File: src/logic/fm_mix_consts.svh
// fm mixer constants
`ifndef FM_MIX_CONSTS_SVH
`define FM_MIX_CONSTS_SVH

// sample widths
`define FM_OP_W           14  // operator output
`define FM_MIX_W          16  // channel sum and final output
`define FM_WIDE_W         19  // stereo bus before clamp
`define FM_NOISE_W        12  // noise generator output

// frame layout
`define FM_CH_NUM         8
`define FM_SLOT_NUM       32  // four operator groups of eight channels

// floating point DAC format
`define FM_MAN_W          10
`define FM_EXP_W          3

// channel registers sit at 0..7
`define FM_CFG_NOISE_ADDR 8

`endif

File: src/logic/fm_sample_pkg.sv
// audio sample types
`include "fm_mix_consts.svh"

package fm_sample_pkg;

    // operator core output for each slot
    typedef logic signed [`FM_OP_W-1:0]    op_sample_t;

    // noise generator output that replaces the last operator of channel 7
    typedef logic signed [`FM_NOISE_W-1:0] noise_sample_t;

    // channel totals and stereo outputs
    typedef logic signed [`FM_MIX_W-1:0]   mix_sample_t;

    // stereo bus wide enough for eight channel totals
    typedef logic signed [`FM_WIDE_W-1:0]  wide_sum_t;

    // DAC word
    typedef logic signed [`FM_MAN_W-1:0]   mantissa_t;
    typedef logic [`FM_EXP_W-1:0]          exponent_t;  // right shift of 0..6

endpackage

File: src/logic/fm_slot_pkg.sv
// slot and configuration types
`include "fm_mix_consts.svh"

package fm_slot_pkg;

    // position within the frame
    typedef logic [$clog2(`FM_SLOT_NUM)-1:0] slot_idx_t;
    typedef logic [$clog2(`FM_CH_NUM)-1:0]   ch_idx_t;

    // per channel settings
    typedef logic [2:0] con_t;  // connection algorithm 0..7
    typedef logic [1:0] pan_t;  // bit 1 right and bit 0 left

    // configuration port
    typedef logic [3:0] cfg_addr_t;
    typedef logic [7:0] cfg_data_t;

    // operator group from slot bits 4:3
    typedef enum logic [1:0] {
        GRP_C2 = 2'd0,
        GRP_M1 = 2'd1,
        GRP_M2 = 2'd2,
        GRP_C1 = 2'd3
    } op_group_e;

endpackage

File: src/logic/channel_accumulator.sv
// stereo channel accumulator
`timescale 1ns/1ps
`include "fm_mix_consts.svh"

module channel_accumulator
    import fm_sample_pkg::*;
    import fm_slot_pkg::*;
(
    input  logic          clk,
    input  logic          rst_sum,
    input  logic          cen,
    input  logic          m1_enters,
    input  logic          m2_enters,
    input  logic          c1_enters,
    input  logic          c2_enters,
    input  logic          noise_slot,
    input  logic          noise_en,
    input  pan_t          rl_sel,
    input  con_t          con_sel,
    input  op_sample_t    op_out,
    input  noise_sample_t noise_mix,
    output mix_sample_t   xleft,
    output mix_sample_t   xright,
    output logic          sample_strobe
);

    localparam mix_sample_t MIX_MAX = mix_sample_t'({1'b0, {(`FM_MIX_W-1){1'b1}}});
    localparam mix_sample_t MIX_MIN = mix_sample_t'({1'b1, {(`FM_MIX_W-1){1'b0}}});

    op_sample_t                op_val;
    logic                      sum_en;
    mix_sample_t               delay_q [`FM_CH_NUM];
    mix_sample_t               total;      // channel sum leaving the delay line
    wide_sum_t                 total_ex;
    logic signed [`FM_MIX_W:0] opsum_ext;  // one guard bit
    mix_sample_t               opsum;
    wide_sum_t                 pre_left;
    wide_sum_t                 pre_right;
    logic                      sum_all;     // bus holds this frame's channels
    logic                      first_latch_done;

    function automatic mix_sample_t clamp_mix(input wide_sum_t din);
        if (din[`FM_WIDE_W-1:`FM_MIX_W-1] == {(`FM_WIDE_W-`FM_MIX_W+1){din[`FM_MIX_W-1]}})
            return din[`FM_MIX_W-1:0];
        else
            return din[`FM_WIDE_W-1] ? MIX_MIN : MIX_MAX;
    endfunction

    // noise replaces the last operator of channel 7
    assign op_val = (noise_en && noise_slot) ?
                    {{(`FM_OP_W-`FM_NOISE_W){noise_mix[`FM_NOISE_W-1]}}, noise_mix} : op_out;

    // which groups feed the channel sum
    always_comb begin
        case (con_sel)
            3'd0, 3'd1, 3'd2, 3'd3: sum_en = m2_enters;
            3'd4:                   sum_en = m1_enters | m2_enters;
            3'd5, 3'd6:             sum_en = ~c1_enters;
            default:                sum_en = 1'b1;
        endcase
    end

    assign total     = delay_q[`FM_CH_NUM-1];
    assign total_ex  = wide_sum_t'(total);
    assign opsum_ext = op_val + total;

    // C2 starts a new sum and later groups add with saturation
    always_comb begin
        if (c2_enters) begin
            opsum = sum_en ? mix_sample_t'(op_val) : '0;
        end else if (!sum_en) begin
            opsum = total;
        end else if (opsum_ext[`FM_MIX_W] != opsum_ext[`FM_MIX_W-1]) begin
            opsum = opsum_ext[`FM_MIX_W] ? MIX_MIN : MIX_MAX;
        end else begin
            opsum = opsum_ext[`FM_MIX_W-1:0];
        end
    end

    // one stage per channel
    always_ff @(posedge clk) begin
        if (rst_sum) begin
            for (int i = 0; i < `FM_CH_NUM; i++) begin
                delay_q[i] <= '0;
            end
        end else if (cen) begin
            delay_q[0] <= opsum;
            for (int i = 1; i < `FM_CH_NUM; i++) begin
                delay_q[i] <= delay_q[i-1];
            end
        end
    end

    always_ff @(posedge clk) begin
        if (rst_sum) begin
            pre_left         <= '0;
            pre_right        <= '0;
            xleft            <= '0;
            xright           <= '0;
            sum_all          <= 1'b0;
            first_latch_done <= 1'b0;
            sample_strobe    <= 1'b0;
        end else begin
            sample_strobe <= 1'b0;  // single clk pulse
            if (cen) begin
                // previous frame totals come out during C2
                if (c2_enters) begin
                    sum_all <= 1'b1;
                    if (!sum_all) begin
                        pre_left  <= rl_sel[0] ? total_ex : '0;
                        pre_right <= rl_sel[1] ? total_ex : '0;
                    end else begin
                        pre_left  <= pre_left  + (rl_sel[0] ? total_ex : '0);
                        pre_right <= pre_right + (rl_sel[1] ? total_ex : '0);
                    end
                end
                if (c1_enters) begin
                    sum_all <= 1'b0;
                    xleft   <= clamp_mix(pre_left);
                    xright  <= clamp_mix(pre_right);
                    // first frame after reset carries no channel data
                    if (sum_all) begin
                        first_latch_done <= 1'b1;
                        sample_strobe    <= first_latch_done;
                    end
                end
            end
        end
    end

endmodule

File: src/logic/channel_regs.sv
// channel configuration registers
`timescale 1ns/1ps
`include "fm_mix_consts.svh"

module channel_regs
    import fm_slot_pkg::*;
(
    input  logic      clk,
    input  logic      rst_sum,
    input  logic      cfg_wr,
    input  cfg_addr_t cfg_addr,
    input  cfg_data_t cfg_data,
    input  ch_idx_t   ch_idx,
    output con_t      con_sel,
    output pan_t      rl_sel,
    output logic      noise_en
);

    con_t con_q [`FM_CH_NUM];
    pan_t rl_q  [`FM_CH_NUM];

    logic ch_hit;
    logic noise_hit;

    // address decode
    assign ch_hit    = (cfg_addr < cfg_addr_t'(`FM_CH_NUM));
    assign noise_hit = (cfg_addr == cfg_addr_t'(`FM_CFG_NOISE_ADDR));

    // writes land on the next clk edge whatever cen does
    always_ff @(posedge clk) begin
        if (rst_sum) begin
            for (int i = 0; i < `FM_CH_NUM; i++) begin
                con_q[i] <= '0;
                rl_q[i]  <= '0;
            end
            noise_en <= 1'b0;
        end else if (cfg_wr) begin
            if (ch_hit) begin
                con_q[ch_idx_t'(cfg_addr)] <= cfg_data[2:0];
                rl_q[ch_idx_t'(cfg_addr)]  <= cfg_data[7:6];  // right, left
            end else if (noise_hit) begin
                noise_en <= cfg_data[0];
            end
        end
    end

    // settings of the channel currently in the slot
    assign con_sel = con_q[ch_idx];
    assign rl_sel  = rl_q[ch_idx];

endmodule

File: src/logic/dac_float_model.sv
// floating point DAC model
`timescale 1ns/1ps
`include "fm_mix_consts.svh"

module dac_float_model
    import fm_sample_pkg::*;
(
    input  mix_sample_t lin_in,
    output mantissa_t   man,
    output exponent_t   exp,
    output mix_sample_t lin_out
);

    // largest shift still leaves one sign bit above the mantissa
    localparam int MAX_SHIFT = `FM_MIX_W - `FM_MAN_W;

    mix_sample_t shifted;
    mix_sample_t man_wide;
    exponent_t   exp_sel;

    // search from the top down so the smallest fitting shift wins
    always_comb begin
        exp_sel = exponent_t'(MAX_SHIFT);
        shifted = lin_in;
        for (int e = MAX_SHIFT; e >= 0; e--) begin
            shifted = lin_in >>> e;
            if (shifted[`FM_MIX_W-1:`FM_MAN_W-1] ==
                {(`FM_MIX_W-`FM_MAN_W+1){shifted[`FM_MAN_W-1]}}) begin
                exp_sel = exponent_t'(e);
            end
        end
    end

    assign man_wide = lin_in >>> exp_sel;
    assign man      = man_wide[`FM_MAN_W-1:0];
    assign exp      = exp_sel;

    // expand back with the dropped low bits as zero
    assign lin_out  = mix_sample_t'(man) <<< exp_sel;

endmodule

File: src/logic/fm_mixer_top.sv
// FM mixer output stage
`timescale 1ns/1ps

module fm_mixer_top
    import fm_sample_pkg::*;
    import fm_slot_pkg::*;
(
    input  logic          clk,
    input  logic          rst_sum,
    input  logic          cen,
    input  logic          cfg_wr,
    input  cfg_addr_t     cfg_addr,
    input  cfg_data_t     cfg_data,
    input  op_sample_t    op_out,
    input  noise_sample_t noise_mix,
    output slot_idx_t     slot,
    output mix_sample_t   xleft,
    output mix_sample_t   xright,
    output mix_sample_t   left,
    output mix_sample_t   right,
    output logic          sample_strobe
);

    ch_idx_t ch_idx;
    logic    c2_enters;
    logic    m1_enters;
    logic    m2_enters;
    logic    c1_enters;
    logic    noise_slot;
    con_t    con_sel;
    pan_t    rl_sel;
    logic    noise_en;

    slot_sequencer u_seq (
        .clk        (clk),
        .rst_sum    (rst_sum),
        .cen        (cen),
        .slot       (slot),
        .ch_idx     (ch_idx),
        .c2_enters  (c2_enters),
        .m1_enters  (m1_enters),
        .m2_enters  (m2_enters),
        .c1_enters  (c1_enters),
        .noise_slot (noise_slot)
    );

    channel_regs u_regs (
        .clk      (clk),
        .rst_sum  (rst_sum),
        .cfg_wr   (cfg_wr),
        .cfg_addr (cfg_addr),
        .cfg_data (cfg_data),
        .ch_idx   (ch_idx),
        .con_sel  (con_sel),
        .rl_sel   (rl_sel),
        .noise_en (noise_en)
    );

    channel_accumulator u_acc (
        .clk           (clk),
        .rst_sum       (rst_sum),
        .cen           (cen),
        .m1_enters     (m1_enters),
        .m2_enters     (m2_enters),
        .c1_enters     (c1_enters),
        .c2_enters     (c2_enters),
        .noise_slot    (noise_slot),
        .noise_en      (noise_en),
        .rl_sel        (rl_sel),
        .con_sel       (con_sel),
        .op_out        (op_out),
        .noise_mix     (noise_mix),
        .xleft         (xleft),
        .xright        (xright),
        .sample_strobe (sample_strobe)
    );

    // the DAC word stays inside the chip
    dac_float_model left_dac (
        .lin_in  (xleft),
        .man     (),
        .exp     (),
        .lin_out (left)
    );

    dac_float_model right_dac (
        .lin_in  (xright),
        .man     (),
        .exp     (),
        .lin_out (right)
    );

endmodule

File: src/logic/slot_sequencer.sv
// operator slot sequencer
`timescale 1ns/1ps
`include "fm_mix_consts.svh"

module slot_sequencer
    import fm_slot_pkg::*;
(
    input  logic      clk,
    input  logic      rst_sum,
    input  logic      cen,
    output slot_idx_t slot,
    output ch_idx_t   ch_idx,
    output logic      c2_enters,
    output logic      m1_enters,
    output logic      m2_enters,
    output logic      c1_enters,
    output logic      noise_slot
);

    localparam slot_idx_t LAST_SLOT = slot_idx_t'(`FM_SLOT_NUM - 1);

    op_group_e group;

    // frame counter wraps 31 -> 0
    always_ff @(posedge clk) begin
        if (rst_sum) begin
            slot <= '0;
        end else if (cen) begin
            slot <= slot + slot_idx_t'(1);
        end
    end

    assign ch_idx = ch_idx_t'(slot);  // low bits pick the channel
    assign group  = op_group_e'(slot[$bits(slot_idx_t)-1 -: 2]);

    // one hot group strobes
    always_comb begin
        c2_enters = 1'b0;
        m1_enters = 1'b0;
        m2_enters = 1'b0;
        c1_enters = 1'b0;
        case (group)
            GRP_C2:  c2_enters = 1'b1;
            GRP_M1:  m1_enters = 1'b1;
            GRP_M2:  m2_enters = 1'b1;
            default: c1_enters = 1'b1;
        endcase
    end

    // C1 of channel 7 can carry noise instead
    assign noise_slot = (slot == LAST_SLOT);

endmodule
File: config.mk
export PLATFORM = sky130hd
export DESIGN_NAME = fm_mixer_top
export DESIGN_NICKNAME = d
export VERILOG_FILES = /design/src/logic/fm_sample_pkg.sv /design/src/logic/fm_slot_pkg.sv /design/src/logic/channel_accumulator.sv /design/src/logic/channel_regs.sv /design/src/logic/dac_float_model.sv /design/src/logic/fm_mixer_top.sv /design/src/logic/slot_sequencer.sv
export VERILOG_INCLUDE_DIRS = /design/src /design/src/logic
export SDC_FILE = /design/constraint.sdc
export NUM_CORES = 1
export LEC_CHECK = 0
export BUFFER_PORTS_ARGS = -buffer_cell sky130_fd_sc_hd__buf_4
export CAP_MARGIN = 25
export CORE_ASPECT_RATIO = 1.2
export CORE_MARGIN = 5
export CORE_UTILIZATION = 40
export CTS_BUF_LIST = sky130_fd_sc_hd__clkbuf_8
export CTS_CLUSTER_DIAMETER = 150
export DETAILED_ROUTE_END_ITERATION = 8
export GPL_ROUTABILITY_DRIVEN = 1
export PLACE_DENSITY = 0.66
export SYNTH_ARGS = -nofsm -noshare
export SYNTH_HDL_FRONTEND = slang
export SYNTH_SLANG_ARGS = --single-unit
File: constraint.sdc
create_clock -name clk -period 7.62 [get_ports clk]
set_input_delay 0 -clock clk [delete_from_list [all_inputs] [get_ports clk]]
set_output_delay 0 -clock clk [all_outputs]
set_load 0.03 [all_outputs]
Yosys cells after proc, flatten, opt, wreduce, memory -nomap -nowiden:

Memories as Yosys holds them, arrays and structs flattened. A register that Yosys moved wholly into a read port is not among the register bits.
Index checks and enable logic that the tools add are counted.

* input port bits: 42
* flip-flop bits (word level): 79
* memories kept: 3
* logic and storage cells: 133
* bits in writable memories: 168
* output and inout bits: 70

* muxes and demuxes: 59
* bitwise gates (word level): 13
* $lt $le $gt $ge: 1
* shifts and indexed selects: 4
* add/subtract/negate cells: 4
* reductions and logical operators: 14
* equal/unequal tests: 26

Memory list
* u_acc.delay_q: words 8, width 16, rd ports 8, clocked after memory_dff 0, write ports 8, line channel_accumulator.sv:32 `` mix_sample_t delay_q [`FM_CH_NUM]; ``
* u_regs.con_q: words 8, width 3, rd ports 1, clocked after memory_dff 1, write ports 8, line channel_regs.sv:19 `` con_t con_q [`FM_CH_NUM]; ``
* u_regs.rl_q: words 8, width 2, rd ports 1, clocked after memory_dff 1, write ports 8, line channel_regs.sv:20 `` pan_t rl_q [`FM_CH_NUM]; ``

Operators by type and width (count)
* 16-bit two-way mux: 17
* 19-bit two-way mux: 4
* 6-bit equality test: 12
* 3-bit two-way mux: 17
* 19-bit adder: 2
* 10-bit by 3-bit <<< shifter with 16-bit output: 2
* 16-bit by 3-bit >>> shifter with 10-bit output: 2
* 14-bit by 16-bit adder with 17-bit output: 1
* 1-bit two-way mux: 16
* 14-bit two-way mux: 1
* 3-bit equality test (second input constant): 3
* 1-bit OR: 9
* 3-bit by 2-bit equality test with 1-bit output (second input constant): 2
* 3-bit equality test: 2
* 2-bit two-way mux: 3
* 2-bit AND reduction: 3
* 3-bit AND reduction: 2
* 3-bit OR reduction: 2
* 6-bit OR reduction: 1
* 5-bit by 1-bit adder with 5-bit output (second input constant): 1
* 5-bit equality test (second input constant): 1
* 4-bit equality test (second input constant): 1
* 4-bit < comparator (second input constant): 1
* 1-bit inverter: 4
* other kinds (11): 12

Logic depth before layout (Yosys ltp):

* depth in word-level cells: 9
* depth in mapped cells: 18

Hierarchy:

Synthesis repeated with hierarchy kept, for this count alone.

* cell total of the unflattened synthesis: 1467
* area total of the unflattened synthesis: 14543.9 µm²

By module, submodules not included
* channel_accumulator: area each 10821.6 µm², cells each 1066, instances 1
* channel_regs: area each 1931.9 µm², cells each 124, instances 1
* dac_float_model: area each 747.0 µm², cells each 124, instances 2
* slot_sequencer: area each 296.5 µm², cells each 29, instances 1

Worst setup path after synthesis:

No wires, ideal clock.

* path type: register to register
* from: register u_seq.slot[0]
* to: memory u_acc.delay_q[0][10] (netlist bit) (data pin)
* clock period less this slack: 4.327 ns
* cell stages (with the launch flop): 19
* library setup time: 0.270 ns
* data arrival time: 4.057 ns
* buffers on the path: 3
* slack: 3.293 ns
* cell sequence: dfxtp_1 > ha_1 > and3_1 > ha_1 > nand2_1 > buf_1 > mux2_2 > ha_1 > fa_1 > nand3_1 > a31oi_1 > a31o_2 > o21ai_0 > o31a_1 > buf_2 > nor2_1 > buf_2 > o21ai_0 > a21oi_1

RTL lines
* start: declaration: line slot_sequencer.sv:11 `output slot_idx_t slot,`
* start signal: assignment: line slot_sequencer.sv:29 `slot <= slot + slot_idx_t'(1);`
* end: declaration: line channel_accumulator.sv:32

==> impl_metrics.py <==
metrics = {
    "run_status": {
        "status": "completed",
    },
    "drt": {
        "vias_per_cell": 5.30,
        "drcViolationCount": 0,
        "wirelength_um": 31500,
        "first_pass_iters": 5,
        "ant_nets": 0,
        "drtIter0Drc": 535,
        "wl_per_cell_um": 16.6,
        "vias": 10000,
    },
    "cts": {
        "cts_made_buffers": 39,
        "cts_setup_buffers": 0,
        "htree_levels": 2,
        "tritoncts": "yes",
        "clk_pin_slew_ns": 0.06,
        "cts_root_buf": "clkbuf_8",
        "cts_buffer_depth": 3,
        "clkSinkCount": 250,
        "clk_latency_ns": 0.55,
    },
    "worst_setup_path": {
        "crit_chain": "ha_1 > and3_1 > ha_1 > nand2_1 > mux2_2 > ha_1 > fa_1 > nand3_1 > a31oi_1 > a31o_2 > o21ai_0 > o31a_1 > nor2_1 > o21ai_0 > a21oi_1",
        "critPathMaxStageDelay_ns": 0.66,
        "critPathKind": "flop to flop",
        "r2r_end": "u_acc.delay_q[0][5]",
        "cp.required_ns": 7.90,
        "critPathMaxFanout": 14,
        "crit_buf_inv": 0,
        "crit_path_start_kind": "flop",
        "r2r_start": "u_seq.slot[0]",
        "r2r_cells": 15,
        "cpLargestDelayFamily": "compound AO/OA/AOI/OAI gates",
        "arrival_ns": 5.25,
        "cp-end-kind": "flop",
        "cp_slowest_cell": "nand2_1",
        "cp_common_cell": "ha_1",
        "r2r_setup_slack_ns": 2.65,
    },
    "power_and_ir_drop": {
        "comb_power_share_pct": 14.4,
        "peakVddDrop_mv": 0.0854,
        "p_switching_w": 0.000824,
        "p_per_area_mw_per_mm2": 197,
        "clkPwrFrac_pct": 34.6,
        "p_int_w": 0.00227,
        "p_leak_nw": 6.46,
        "swShare_pct": 26.7,
        "seq_power_share_pct": 51.0,
    },
    "sta": {
        "setup_viol": 0,
        "fmax_ghz": 0.201,
        "finClkSkew_ns": 0.0180,
        "rsz0062_at_grt": "no",
        "hold_viol": 0,
        "finalSetupTns_ns": 0,
        "relSlewSlack_pct": 37.0,
        "period_share_pct": 65.3,
        "tightestPinTransition_ns": 0.938,
        "fin_crit_ns": 4.97,
        "slew_viol_final": 0,
    },
    "worst_hold_path": {
        "hp-class": "primary input to flop",
        "hold_depth": 4,
        "min-delay-start": "op_out[11]",
        "hold_end": "u_acc.delay_q[0][11]",
    },
    "yosys": {
        "ys_warn_count": 0,
        "synth_edf_count": 168,
        "synthArstFlopShare_pct": 0,
        "syn-num-nets": 1407,
        "synth_area_mm2": 0.0136,
        "syn_area_per_cell_um2": 10.4,
        "synthTopCellsByArea": "edfxtp_1 (37%), dfxtp_1 (12%), and2_1 (5.9%)",
        "synthXorXnorAreaFrac_pct": 2.97,
        "ys_types": 82,
        "synth-simple-area-share_pct": 18.2,
        "ys_seq_elements": 250,
        "synth_top_family_by_area": "simple AND/OR/NAND/NOR gates",
        "synth_compound_gate_area_share_pct": 14.6,
        "yosysTopAreaCellShare_pct": 37.2,
        "ys_seq_area_share_pct": 49.3,
        "synth_adder_area_share_pct": 5.77,
        "synthMuxAreaShare_pct": 6.37,
        "synth_area_leader_cell": "edfxtp_1",
        "synth_cells": 1305,
        "synth_ff_type": "edfxtp_1",
    },
    "grt": {
        "track_usage_pct": 16.7,
        "grt_pass1_wl_um": 51000,
        "grt_pass1_vias": 9786,
        "grt_max_degree": 86,
        "grt_overflow_total": 0,
        "antenna_found_initial": 0,
    },
    "placed_design": {
        "place.gp.congestion": 0.870,
        "dpl.cell_count": 1797,
        "dp_hpwl_um": 21600,
        "io_buffer_count": 108,
    },
    "floorplanning": {
        "start_util_pct": 40.2,
        "die_w_um": 178,
        "die_area_mm2": 0.0377,
        "coreArea_mm2": 0.0338,
        "fp.dieH_um": 212,
        "pin_count": 112,
        "num_rows": 74,
    },
    "layout": {
        "antenna_cells_inserted": 0,
        "areaGrowthSynthToFinish_pct": 15.7,
        "drive_gt1_share_pct": 15.6,
        "finalNonFillerCells": 1889,
        "fin_nets": 1509,
    },
    "job": {
        "drv_cap": 0,
    },
}
[cell usage after synthesis, types with 22 or more instances]
| master | n |
|---|---|
| edfxtp_1 | 168 |
| and2_1 | 128 |
| nor2_1 | 123 |
| a21oi_1 | 104 |
| o21ai_0 | 89 |
| dfxtp_1 | 82 |
| nor2b_1 | 69 |
| clkbuf_1 | 68 |
| ha_1 | 57 |
| nand2_1 | 43 |
| mux2i_1 | 37 |
| xnor2_1 | 30 |
| a211oi_1 | 26 |
| nor3_1 | 22 |
[worst max path at each step]
stage             startpoint                   end  cells past startpoint
6_report       u_seq.slot[0]   u_acc.delay_q[0][5]                     15
5_1_grt        u_seq.slot[0]  u_acc.delay_q[0][10]                     14
4_1_cts        u_seq.slot[0]   u_acc.delay_q[0][5]                     15
3_5_place_dp   u_seq.slot[0]   u_acc.delay_q[0][5]                     15
3_3_place_gp   u_seq.slot[0]   u_acc.delay_q[0][6]                     15
2_1_floorplan  u_seq.slot[0]  u_acc.delay_q[0][10]                     18
[tightest hold or removal path, delay by kind of cell]
family / cells / cell delay (ns)
AOI/OAI and AO/OA: 3 / 0.40
buffers and inverters: 1 / 0.07
[cells in the final DEF, fill, tap and decap left out, types with 8 or more instances in the layout]
cell type	instances
buf_4	117
mux2i_1	37
a22oi_1	13
nand3_1	19
mux2_2	18
nor2b_1	68
o21ai_0	89
nor3_1	22
and2_1	128
dfxtp_1	81
edfxtp_1	168
a21oi_1	104
mux4_2	9
dlygate4sd3_1	24
inv_1	23
nor4_1	8
and3_1	11
a21o_1	15
nor2_1	123
xor2_1	16
a211oi_1	26
clkbuf_8	43
xnor2_1	30
ha_1	57
a31oi_1	9
nand2_1	43
[layout make-up]
class                           instances  area, um^2
Multi-Input combinational cell        960        6510
Clock inverter                         24         134
Inverter                               14        55.1
Fill cell                            3126       18100
Sequential cell                       250        6690
Timing Repair Buffer                  142        1150
Clock buffer                           43         592
Tap cell                              456         571
[repair_timing]
item	4_1_cts	5_1_grt
endpoints found under the hold margin	63	0
resized for setup	0	0
hold buffers	24	0
[per-layer routing]
metal	routed length (um)	global-route usage (%)
met1	13400	20.8
met2	15700	29.8
met3	1540	2.63
met4	853	5.15
met5	0	0
[through the flow]
stage          power, W  setup slack (ns)  util (%)  hold slack [ns]  cell area, um^2
2_1_floorplan   0.00192              3.29         -            0.147            13600
3_3_place_gp    0.00202              2.65      43.5            0.311            14700
3_5_place_dp    0.00203              2.57      43.5            0.335            14700
4_1_cts         0.00312              2.56      46.4           0.0449            15700
5_1_grt         0.00325              2.26      46.4           0.0475            15700
6_report        0.00309              2.65      46.4           0.0547            15700
[power groups by stage]
stage                     logic, W  registers [W]  clock network [W]
after floorplan           0.000337        0.00158                  0
after global placement    0.000421        0.00160                  0
after detailed placement  0.000429        0.00161                  0
after CTS                 0.000442        0.00158            0.00111
after global routing      0.000494        0.00158            0.00117
final                     0.000444        0.00158            0.00107
[flip-flops by register name, indices dropped and copies added (netlist names), named ones only]
signal,count
u_acc.xright,16
u_regs.con_q,24
u_seq.slot,5
u_acc.xleft,16
u_acc.pre_right,19
u_acc.sum_all,1
u_acc.pre_left,19
u_acc.delay_q,128
u_regs.rl_q,16
u_regs.noise_en,1
u_acc.sample_strobe,1
u_acc.first_latch_done,1
[cells by family (layout without fill, tap and decap cells)]
group,Yosys count,in the layout
buf+inv,95,223
mux,68,68
xor+xnor,46,46
fa+ha+maj,61,61
flops,250,250
simple gates,463,463
compound gates,322,322
Power figures use the tool's default switching activity.
